$ cat src/logic/pic_map_pkg.sv
// interrupt controller address map
package pic_map_pkg;

   ////////////////////////////////////////
   // bus geometry
   ////////////////////////////////////////

   // data and address width of the strobe bus
   localparam int BUS_WIDTH = 32;

   // default placement of the register space
   localparam logic [BUS_WIDTH-1:0] PIC_DEFAULT_BASE = 32'hf00c_0000;

   ////////////////////////////////////////
   // region offsets from the base
   ////////////////////////////////////////

   // per-source priority, one word each
   localparam logic [BUS_WIDTH-1:0] PRIORITY_OFFSET  = 32'h0000_0000;
   // pending bits, 32 sources per word
   localparam logic [BUS_WIDTH-1:0] PENDING_OFFSET   = 32'h0000_1000;
   // per-source enable bit
   localparam logic [BUS_WIDTH-1:0] ENABLE_OFFSET    = 32'h0000_2000;
   // single global register, priority order in bit 0
   localparam logic [BUS_WIDTH-1:0] CONFIG_OFFSET    = 32'h0000_3000;
   // per-source gateway polarity and type
   localparam logic [BUS_WIDTH-1:0] GW_CONFIG_OFFSET = 32'h0000_4000;
   // write-only, clears the edge latch of a source
   localparam logic [BUS_WIDTH-1:0] GW_CLEAR_OFFSET  = 32'h0000_5000;

   ////////////////////////////////////////
   // field widths
   ////////////////////////////////////////

   localparam int PRIORITY_BITS = 4;
   localparam int ID_BITS       = 8;

   // top of the raw priority range
   localparam int MAX_PRIORITY  = 15;

endpackage

$ cat src/logic/pic_types_pkg.sv
// interrupt controller data types
package pic_types_pkg;

   import pic_map_pkg::*;

   ////////////////////////////////////////
   // value types
   ////////////////////////////////////////

   // raw or order-adjusted priority
   typedef logic [PRIORITY_BITS-1:0] priority_t;

   // interrupt id, 0 means none
   typedef logic [ID_BITS-1:0] claim_id_t;

   ////////////////////////////////////////
   // encodings
   ////////////////////////////////////////

   // target of a captured bus request
   typedef enum logic [2:0] {
      reg_none,
      reg_priority,
      reg_enable,
      reg_pending,
      reg_config,
      reg_gw_config,
      reg_gw_clear
   } reg_kind_e;

   // gateway behaviour, stored in bit 1 of the gateway config word
   typedef enum logic {
      gw_level = 1'b0,
      gw_edge  = 1'b1
   } gw_type_e;

endpackage

$ cat src/logic/pic_cfg_if.sv
// interrupt controller configuration bundle
`timescale 1ns/100ps

interface pic_cfg_if
   import pic_types_pkg::*;
#(
   parameter int TOTAL_INT = 32
) ();

   // per-source priority as written by software
   priority_t [TOTAL_INT-1:0] src_priority;
   // per-source enable
   logic      [TOTAL_INT-1:0] src_enable;
   // 1 inverts the synchronized input
   logic      [TOTAL_INT-1:0] gw_polarity;
   // level or edge gateway
   gw_type_e                  gw_type [TOTAL_INT];
   // single-cycle strobe from a clear write
   logic      [TOTAL_INT-1:0] gw_clear;
   // global order, 1 means 0 is the most urgent
   logic                      priord;
   // gateway outputs
   logic      [TOTAL_INT-1:0] pending;

   // register bank owns every configuration field
   modport regs (
      output src_priority, src_enable, gw_polarity, gw_type, gw_clear, priord,
      input  pending
   );

   // gateways only see their own controls
   modport gateways (
      input  gw_polarity, gw_type, gw_clear,
      output pending
   );

   // arbiter needs no gateway controls
   modport arbiter (
      input  src_priority, src_enable, priord, pending
   );

endinterface

$ cat src/logic/pic_regs.sv
// interrupt controller register bank
`timescale 1ns/100ps

module pic_regs
   import pic_map_pkg::*;
   import pic_types_pkg::*;
#(
   parameter int                   TOTAL_INT     = 32,
   parameter logic [BUS_WIDTH-1:0] PIC_BASE_ADDR = PIC_DEFAULT_BASE
) (
   input  logic                 clk,
   input  logic                 rst_n,
   input  logic [BUS_WIDTH-1:0] picm_addr,
   input  logic [BUS_WIDTH-1:0] picm_wr_data,
   input  logic                 picm_wren,
   input  logic                 picm_rden,
   output logic [BUS_WIDTH-1:0] picm_rd_data,
   pic_cfg_if.regs              cfg
);

   // source index bits within a region
   localparam int IDX_BITS   = $clog2(TOTAL_INT);
   // pending is read 32 sources at a time
   localparam int PEND_WORDS = (TOTAL_INT + 31) / 32;
   // each region spans 4 KB
   localparam int REGION_LSB = 12;

   // captured request
   logic                  wren_q;
   logic                  rden_q;
   logic [BUS_WIDTH-1:0]  addr_q;
   logic [BUS_WIDTH-1:0]  data_q;

   // decode
   logic [BUS_WIDTH-1:0]  reg_offset;
   logic [BUS_WIDTH-1:0]  region;
   logic [REGION_LSB-3:0] slot;
   logic                  src_ok;
   logic [IDX_BITS-1:0]   src_idx;
   reg_kind_e             kind;

   // configuration for sources 1 and up
   priority_t [TOTAL_INT-1:1] prio_q;
   logic      [TOTAL_INT-1:1] enable_q;
   logic      [TOTAL_INT-1:1] polarity_q;
   gw_type_e                  type_q [TOTAL_INT-1:1];
   logic                      priord_q;
   logic      [TOTAL_INT-1:1] clr;

   // read path
   logic [PEND_WORDS*BUS_WIDTH-1:0] pend_flat;
   logic [BUS_WIDTH-1:0]            rd_data;

   ////////////////////////////////////////
   // request capture
   ////////////////////////////////////////

   // request strobes
   always_ff @(posedge clk or negedge rst_n) begin
      if (!rst_n) begin
         wren_q <= 1'b0;
         rden_q <= 1'b0;
      end else begin
         wren_q <= picm_wren;
         rden_q <= picm_rden;
      end
   end

   // address and data only load with a request
   always_ff @(posedge clk) begin
      if (picm_wren || picm_rden) begin
         addr_q <= picm_addr;
      end
      if (picm_wren) begin
         data_q <= picm_wr_data;
      end
   end

   ////////////////////////////////////////
   // address decode
   ////////////////////////////////////////

   always_comb begin
      reg_offset = addr_q - PIC_BASE_ADDR;
      region     = {reg_offset[BUS_WIDTH-1:REGION_LSB], {REGION_LSB{1'b0}}};
      // word index inside the region without the byte lanes
      slot       = reg_offset[REGION_LSB-1:2];
      // source 0 is reserved and decodes as unmapped
      src_ok     = (slot != '0) && (slot < TOTAL_INT);
      kind       = reg_none;
      case (region)
         PRIORITY_OFFSET:  if (src_ok) kind = reg_priority;
         PENDING_OFFSET:   if (slot < PEND_WORDS) kind = reg_pending;
         ENABLE_OFFSET:    if (src_ok) kind = reg_enable;
         CONFIG_OFFSET:    if (slot == '0) kind = reg_config;
         GW_CONFIG_OFFSET: if (src_ok) kind = reg_gw_config;
         GW_CLEAR_OFFSET:  if (src_ok) kind = reg_gw_clear;
         default:          kind = reg_none;
      endcase
   end

   assign src_idx = slot[IDX_BITS-1:0];

   ////////////////////////////////////////
   // configuration registers
   ////////////////////////////////////////

   // writes land one edge after capture
   always_ff @(posedge clk or negedge rst_n) begin
      if (!rst_n) begin
         prio_q     <= '0;
         enable_q   <= '0;
         polarity_q <= '0;
         type_q     <= '{default: gw_level};
         priord_q   <= 1'b0;
      end else if (wren_q) begin
         case (kind)
            reg_priority: prio_q[src_idx] <= data_q[PRIORITY_BITS-1:0];
            reg_enable:   enable_q[src_idx] <= data_q[0];
            reg_gw_config: begin
               polarity_q[src_idx] <= data_q[0];
               type_q[src_idx]     <= gw_type_e'(data_q[1]);
            end
            reg_config:   priord_q <= data_q[0];
            // pending is read-only and clear is a strobe
            default: ;
         endcase
      end
   end

   // clear strobe live for the cycle after capture
   always_comb begin
      clr = '0;
      if (wren_q && (kind == reg_gw_clear)) begin
         clr[src_idx] = 1'b1;
      end
   end

   // drive the bundle with source 0 tied off
   assign cfg.src_priority = {prio_q, priority_t'(0)};
   assign cfg.src_enable   = {enable_q, 1'b0};
   assign cfg.gw_polarity  = {polarity_q, 1'b0};
   assign cfg.gw_clear     = {clr, 1'b0};
   assign cfg.priord       = priord_q;

   assign cfg.gw_type[0] = gw_level;
   for (genvar i = 1; i < TOTAL_INT; i++) begin : g_type
      assign cfg.gw_type[i] = type_q[i];
   end

   ////////////////////////////////////////
   // read data
   ////////////////////////////////////////

   // pending padded to whole words
   always_comb begin
      pend_flat                = '0;
      pend_flat[TOTAL_INT-1:0] = cfg.pending;
   end

   // combinational from the capture flops and zero without a read
   always_comb begin
      rd_data = '0;
      if (rden_q) begin
         case (kind)
            reg_priority:  rd_data[PRIORITY_BITS-1:0] = prio_q[src_idx];
            reg_enable:    rd_data[0] = enable_q[src_idx];
            reg_gw_config: rd_data[1:0] = {type_q[src_idx], polarity_q[src_idx]};
            reg_config:    rd_data[0] = priord_q;
            reg_pending:   rd_data = pend_flat[slot*BUS_WIDTH +: BUS_WIDTH];
            default:       rd_data = '0;
         endcase
      end
   end

   assign picm_rd_data = rd_data;

   // bus master never issues both strobes together
   a_single_strobe : assert property (
      @(posedge clk) disable iff (!rst_n) !(wren_q && rden_q)
   );

endmodule

$ cat src/logic/pic_gateways.sv
// interrupt source gateways
`timescale 1ns/100ps

module pic_gateways
   import pic_types_pkg::*;
#(
   parameter int TOTAL_INT = 32
) (
   input  logic                 clk,
   input  logic                 rst_n,
   input  logic [TOTAL_INT-1:0] extintsrc_req,
   pic_cfg_if.gateways          cfg
);

   // source 0 is reserved, nothing below is built for it
   logic [TOTAL_INT-1:1] sync1_q;
   logic [TOTAL_INT-1:1] sync2_q;
   logic [TOTAL_INT-1:1] level;
   logic [TOTAL_INT-1:1] latch_q;
   logic [TOTAL_INT-1:1] pend;

   ////////////////////////////////////////
   // input synchronizers
   ////////////////////////////////////////

   // two flops, sources are asynchronous to clk
   always_ff @(posedge clk or negedge rst_n) begin
      if (!rst_n) begin
         sync1_q <= '0;
         sync2_q <= '0;
      end else begin
         sync1_q <= extintsrc_req[TOTAL_INT-1:1];
         sync2_q <= sync1_q;
      end
   end

   ////////////////////////////////////////
   // gateways
   ////////////////////////////////////////

   // polarity 1 makes a low input active
   assign level = sync2_q ^ cfg.gw_polarity[TOTAL_INT-1:1];

   // sets on any active level, held until software clears it
   always_ff @(posedge clk or negedge rst_n) begin
      if (!rst_n) begin
         latch_q <= '0;
      end else begin
         latch_q <= level | (latch_q & ~cfg.gw_clear[TOTAL_INT-1:1]);
      end
   end

   // only edge gateways see the latch
   always_comb begin
      for (int i = 1; i < TOTAL_INT; i++) begin
         if (cfg.gw_type[i] == gw_edge) begin
            pend[i] = level[i] | latch_q[i];
         end else begin
            pend[i] = level[i];
         end
      end
   end

   // source 0 never pends
   assign cfg.pending = {pend, 1'b0};

   // the register bank clears at most one source per write
   a_clear_onehot : assert property (
      @(posedge clk) disable iff (!rst_n) $onehot0(cfg.gw_clear)
   );

endmodule

$ cat src/logic/pic_arbiter.sv
// interrupt priority arbiter
`timescale 1ns/100ps

module pic_arbiter
   import pic_map_pkg::*;
   import pic_types_pkg::*;
#(
   parameter int TOTAL_INT = 32
) (
   input  logic                     clk,
   input  logic                     rst_n,
   input  logic [PRIORITY_BITS-1:0] meicurpl,
   input  logic [PRIORITY_BITS-1:0] meipt,
   output logic                     mexintpend,
   output logic                     mhwakeup,
   output claim_id_t                claimid,
   output priority_t                pl,
   pic_cfg_if.arbiter               cfg
);

   // tree depth and leaf count, padded to a power of two
   localparam int LEVELS = $clog2(TOTAL_INT);
   localparam int LEAVES = 2 ** LEVELS;

   // one contender in the tree
   typedef struct packed {
      priority_t prio;
      claim_id_t id;
   } cand_t;

   priority_t [TOTAL_INT-1:0] eff_prio;
   cand_t                     cand [LEAVES];
   cand_t                     win;

   priority_t pl_next;
   priority_t meipt_eff;
   priority_t meicurpl_eff;
   priority_t max_pl;
   logic      mexintpend_next;
   logic      mhwakeup_next;

   // higher priority wins, a tie keeps the left (lower id) side
   function automatic cand_t pick(input cand_t a, input cand_t b);
      return (b.prio > a.prio) ? b : a;
   endfunction

   ////////////////////////////////////////
   // effective priority
   ////////////////////////////////////////

   // reversed order flips priorities so larger always wins
   always_comb begin
      for (int i = 0; i < TOTAL_INT; i++) begin
         if (cfg.pending[i] && cfg.src_enable[i]) begin
            eff_prio[i] = cfg.priord ? ~cfg.src_priority[i] : cfg.src_priority[i];
         end else begin
            eff_prio[i] = '0;
         end
      end
   end

   ////////////////////////////////////////
   // comparison tree
   ////////////////////////////////////////

   always_comb begin
      // leaves, padding entries can never win
      for (int i = 0; i < LEAVES; i++) begin
         if (i < TOTAL_INT) begin
            cand[i] = '{prio: eff_prio[i], id: claim_id_t'(i)};
         end else begin
            cand[i] = '{prio: '0, id: '0};
         end
      end
      // reduce in place, pairs move down to the front
      for (int l = 0; l < LEVELS; l++) begin
         for (int i = 0; i < (LEAVES >> (l + 1)); i++) begin
            cand[i] = pick(cand[2*i], cand[2*i+1]);
         end
      end
      // nothing eligible leaves source 0 at priority 0
      win = cand[0];
   end

   ////////////////////////////////////////
   // threshold and wake-up
   ////////////////////////////////////////

   // back to the software view of priority
   assign pl_next = cfg.priord ? ~win.prio : win.prio;

   // thresholds compared in the same flipped space as win
   assign meipt_eff    = cfg.priord ? ~meipt : meipt;
   assign meicurpl_eff = cfg.priord ? ~meicurpl : meicurpl;

   assign mexintpend_next = (win.prio > meipt_eff) && (win.prio > meicurpl_eff);

   // most urgent level depends on the order
   assign max_pl        = cfg.priord ? priority_t'(0) : priority_t'(MAX_PRIORITY);
   assign mhwakeup_next = (pl_next == max_pl);

   ////////////////////////////////////////
   // output registers
   ////////////////////////////////////////

   always_ff @(posedge clk or negedge rst_n) begin
      if (!rst_n) begin
         claimid    <= '0;
         pl         <= '0;
         mexintpend <= 1'b0;
         mhwakeup   <= 1'b0;
      end else begin
         claimid    <= win.id;
         pl         <= pl_next;
         mexintpend <= mexintpend_next;
         mhwakeup   <= mhwakeup_next;
      end
   end

   // an interrupt to the core always names a real source
   a_claim_valid : assert property (
      @(posedge clk) disable iff (!rst_n) mexintpend |-> (claimid != '0)
   );

endmodule

$ cat src/logic/pic_top.sv
// programmable interrupt controller
`timescale 1ns/100ps

module pic_top
   import pic_map_pkg::*;
#(
   parameter int                   TOTAL_INT     = 32,
   parameter logic [BUS_WIDTH-1:0] PIC_BASE_ADDR = PIC_DEFAULT_BASE
) (
   input  logic                     clk,
   input  logic                     rst_n,
   // external sources, bit 0 reserved
   input  logic [TOTAL_INT-1:0]     extintsrc_req,
   // register bus
   input  logic [BUS_WIDTH-1:0]     picm_addr,
   input  logic [BUS_WIDTH-1:0]     picm_wr_data,
   input  logic                     picm_wren,
   input  logic                     picm_rden,
   output logic [BUS_WIDTH-1:0]     picm_rd_data,
   // core side
   input  logic [PRIORITY_BITS-1:0] meicurpl,
   input  logic [PRIORITY_BITS-1:0] meipt,
   output logic                     mexintpend,
   output logic                     mhwakeup,
   output logic [ID_BITS-1:0]       claimid,
   output logic [PRIORITY_BITS-1:0] pl
);

   // configuration out, pending back
   pic_cfg_if #(.TOTAL_INT(TOTAL_INT)) cfg_if ();

   // register bank
   pic_regs #(
      .TOTAL_INT     (TOTAL_INT),
      .PIC_BASE_ADDR (PIC_BASE_ADDR)
   ) regs_inst (
      .clk          (clk),
      .rst_n        (rst_n),
      .picm_addr    (picm_addr),
      .picm_wr_data (picm_wr_data),
      .picm_wren    (picm_wren),
      .picm_rden    (picm_rden),
      .picm_rd_data (picm_rd_data),
      .cfg          (cfg_if.regs)
   );

   // synchronizers and gateways
   pic_gateways #(
      .TOTAL_INT (TOTAL_INT)
   ) gateways_inst (
      .clk           (clk),
      .rst_n         (rst_n),
      .extintsrc_req (extintsrc_req),
      .cfg           (cfg_if.gateways)
   );

   // winner selection and core outputs
   pic_arbiter #(
      .TOTAL_INT (TOTAL_INT)
   ) arbiter_inst (
      .clk        (clk),
      .rst_n      (rst_n),
      .meicurpl   (meicurpl),
      .meipt      (meipt),
      .mexintpend (mexintpend),
      .mhwakeup   (mhwakeup),
      .claimid    (claimid),
      .pl         (pl),
      .cfg        (cfg_if.arbiter)
   );

endmodule

$ cat config.mk
export PLATFORM = sky130hd
export DESIGN_NAME = pic_top
export DESIGN_NICKNAME = d
export VERILOG_FILES = /design/src/logic/pic_map_pkg.sv /design/src/logic/pic_types_pkg.sv /design/src/logic/pic_cfg_if.sv /design/src/logic/pic_regs.sv /design/src/logic/pic_gateways.sv /design/src/logic/pic_arbiter.sv /design/src/logic/pic_top.sv
export SDC_FILE = /design/constraint.sdc
export NUM_CORES = 1
export LEC_CHECK = 0
export BUFFER_PORTS_ARGS = -buffer_cell sky130_fd_sc_hd__buf_2
export CORE_MARGIN = 2
export CORE_UTILIZATION = 34
export CTS_CLUSTER_SIZE = 14
export DETAILED_ROUTE_END_ITERATION = 7
export SLEW_MARGIN = 5
export SYNTH_ARGS = -nofsm -noshare
export SYNTH_HDL_FRONTEND = slang
export SYNTH_HIERARCHICAL = 1
export SYNTH_SLANG_ARGS = --single-unit
$ cat constraint.sdc
create_clock -name clk -period 16.06 [get_ports clk]
set_clock_uncertainty 0.05 [all_clocks]
set_input_delay 4.818 -clock clk [delete_from_list [all_inputs] [get_ports clk]]
set_output_delay 4.818 -clock clk [all_outputs]
set_load 0.01 [all_outputs]
==> impl_metrics.tcl <==
set metrics [dict create \
    final_area_um2 26220 \
    reg2reg_slack_ns 3.86 \
    dpl_cell_area_um2 24810 \
    cts_buffers 43 \
    clock_latency_ns 0.58 \
    cap_violations 0 \
    portBuffers 119 \
    rr_startpoint "regs_inst/cfg.priord" \
    design.die.area_um2 71360 \
    mappedNetlistArea_um2 23540 \
    cp-start-kind "flop" \
    r2r_cells 42 \
    cp_slowest_cell "dfrtp_4" \
    ios 154 \
    finalHoldWorstSlack_ns 0.2849 \
    slowest_delay_ns 0.95 \
    drt_wl_total_mm 65.94 \
    htreeDepth 2 \
    wl_per_cell_um 20.08 \
    syn-mean-instance-area_um2 10.50 \
    min_from "gateways_inst/sync1_q[5]" \
    grt_first_pass_wirelength_mm 102.7 \
    grt_usage_pct 18.43 \
    worstPathArrival_ns 12.62 \
    num_rows 96 \
    min_period_ns 12.20 \
    startpoint "regs_inst/cfg.priord" \
    first_global_vias 17676 \
    ir_drop_mv 0.08160 \
    crit_path_end_kind "flop" \
    clock_sinks 358 \
    fp.dieW_um 267.1 \
    die_h_um 267.1 \
    via_per_inst 5.358 \
    place_congestion 0.8698 \
    grt_start_max_net_pins 183 \
    worstMarginPinSlew_ns 1.248 \
    post_cts_resized 0 \
    path_clk_slew_ns 0.06 \
    antenna_found_initial 0 \
    setup_viol 0 \
    antenna_cells 0 \
    yosys_warnings 6 \
    outcome "finished, final reports clean" \
    clk_path_buf_depth 3 \
    crit_path_max_fanout 53 \
    post_cts_buffers 0 \
    crit_type "reg -> reg" \
    drive_gt1_share_pct 23.37 \
    setup.worst_path.end "arbiter_inst/mexintpend" \
    synthToLayoutAreaGrowth_pct 11.36 \
    hold_viol 0 \
    synthCells 2242 \
    drc 0 \
    vias 17595 \
    grt_overflow_total 0 \
    rsz0062_at_grt "false" \
    nNetsFinal 2536 \
    max_slew_margin_pct 16.82 \
    drt-initial-drc-count 1245 \
    fin_tns_setup_ns 0 \
    hold_buffers 0 \
    critical_path_required_ns 16.47 \
    start_util_pct 34.32 \
    min_path_type "reg -> reg" \
    max_freq_ghz 0.08193 \
    drtAntennaViolNets 0 \
    floorplan.core_area_um2 68590 \
    cts-root-buf "clkbuf_16" \
    cts_tree "built" \
    first_pass_iters 8 \
    timing.rr.end "arbiter_inst/mexintpend" \
    post-dp-hpwl_mm 48.28 \
    cpMostUsedCell "ha_1" \
    fill_cells 6635 \
    drv_slew 0 \
    p_per_area_nw_per_um2 79.77 \
    fin_crit_sh_pct 76.00 \
    p_leak_nw 13.07 \
]
-- layer usage --
layer	vias up	track usage, %	share of wire (%)
met1	8788	24.90	45
met3	104	2.887	5.4
li1	8177	-	-
met4	0	6.225	3.3
met5	-	0	0
met2	526	30.05	46
-- area by class of cell --
type | count | area (um^2) | area share (%)
multi-input combinational | 1665 | 13330 | 50.85
sequential | 358 | 9133 | 34.84
tap | 931 | 1165 | 4.443
clock buffer | 54 | 1147 | 4.376
timing repair buffer | 136 | 745.7 | 2.844
inverter | 117 | 439.2 | 1.675
clock inverter | 23 | 256.5 | 0.9784
-- cell usage in the layout (no fill, tap or decap), types with 48 or more instances in the layout --
cell type	n
ha_1	107
nand3_1	93
buf_2	118
inv_1	115
a21oi_1	49
mux2_2	186
nor2_1	118
xnor2_1	86
o21ai_0	48
mux2i_1	83
nand2_1	215
xor2_1	90
dfrtp_1	323
-- report_power, final --
part	total, mW	switching, mW	internal [mW]
clock	0.968	0.405	0.563
combinational	0.175	0.123	0.0519
sequential	0.948	0.0130	0.935
-- through the flow --
stage	worst slack [ns]	util (%)	total power [mW]	std cells
finish	3.855	38.22	2.091	3284
global route	2.831	38.22	2.170	3284
CTS	3.854	38.22	2.115	3284
detailed placement	3.905	36.18	1.138	3207
global placement	4.242	36.18	1.136	3207
floorplan	6.307	-	1.064	2248
-- how the worst min path moves through the flow --
stage | slack [ns] | endpoint | cells after the start
3_5_place_dp | 0.28 | gateways_inst/sync2_q[22] | 0
2_1_floorplan | 0.28 | gateways_inst/sync2_q[10] | 0
5_1_grt | 0.29 | gateways_inst/sync2_q[5] | 0
4_1_cts | 0.28 | gateways_inst/sync2_q[5] | 0
6_report | 0.28 | gateways_inst/sync2_q[5] | 0
3_3_place_gp | 0.28 | gateways_inst/sync2_q[5] | 0
-- registers in the layout (all words and copies together), names as in the netlist --
signal / flops
regs_inst/cfg.src_priority: 124
gateways_inst/latch_q: 31
gateways_inst/sync1_q: 31
gateways_inst/sync2_q: 31
regs_inst/cfg.gw_type: 31
regs_inst/enable_q: 31
regs_inst/polarity_q: 31
regs_inst/addr_q: 30
arbiter_inst/claimid: 5
arbiter_inst/pl: 4
regs_inst/data_q: 4
arbiter_inst/mexintpend: 1
arbiter_inst/mhwakeup: 1
regs_inst/cfg.priord: 1
regs_inst/rden_q: 1
regs_inst/wren_q: 1
-- worst max-delay path: cells and delay by family, from the launching register on --
family,cells,cell delay [ns]
AOI/OAI and AO/OA,13,3.26
and+or+nand+nor,12,2.92
adders and majority gates,6,1.85
muxes,6,1.82
buffers and inverters,4,1.07
DFF,1,0.95
xor gates and xnor gates,1,0.15
Power figures use the tool's default switching activity.
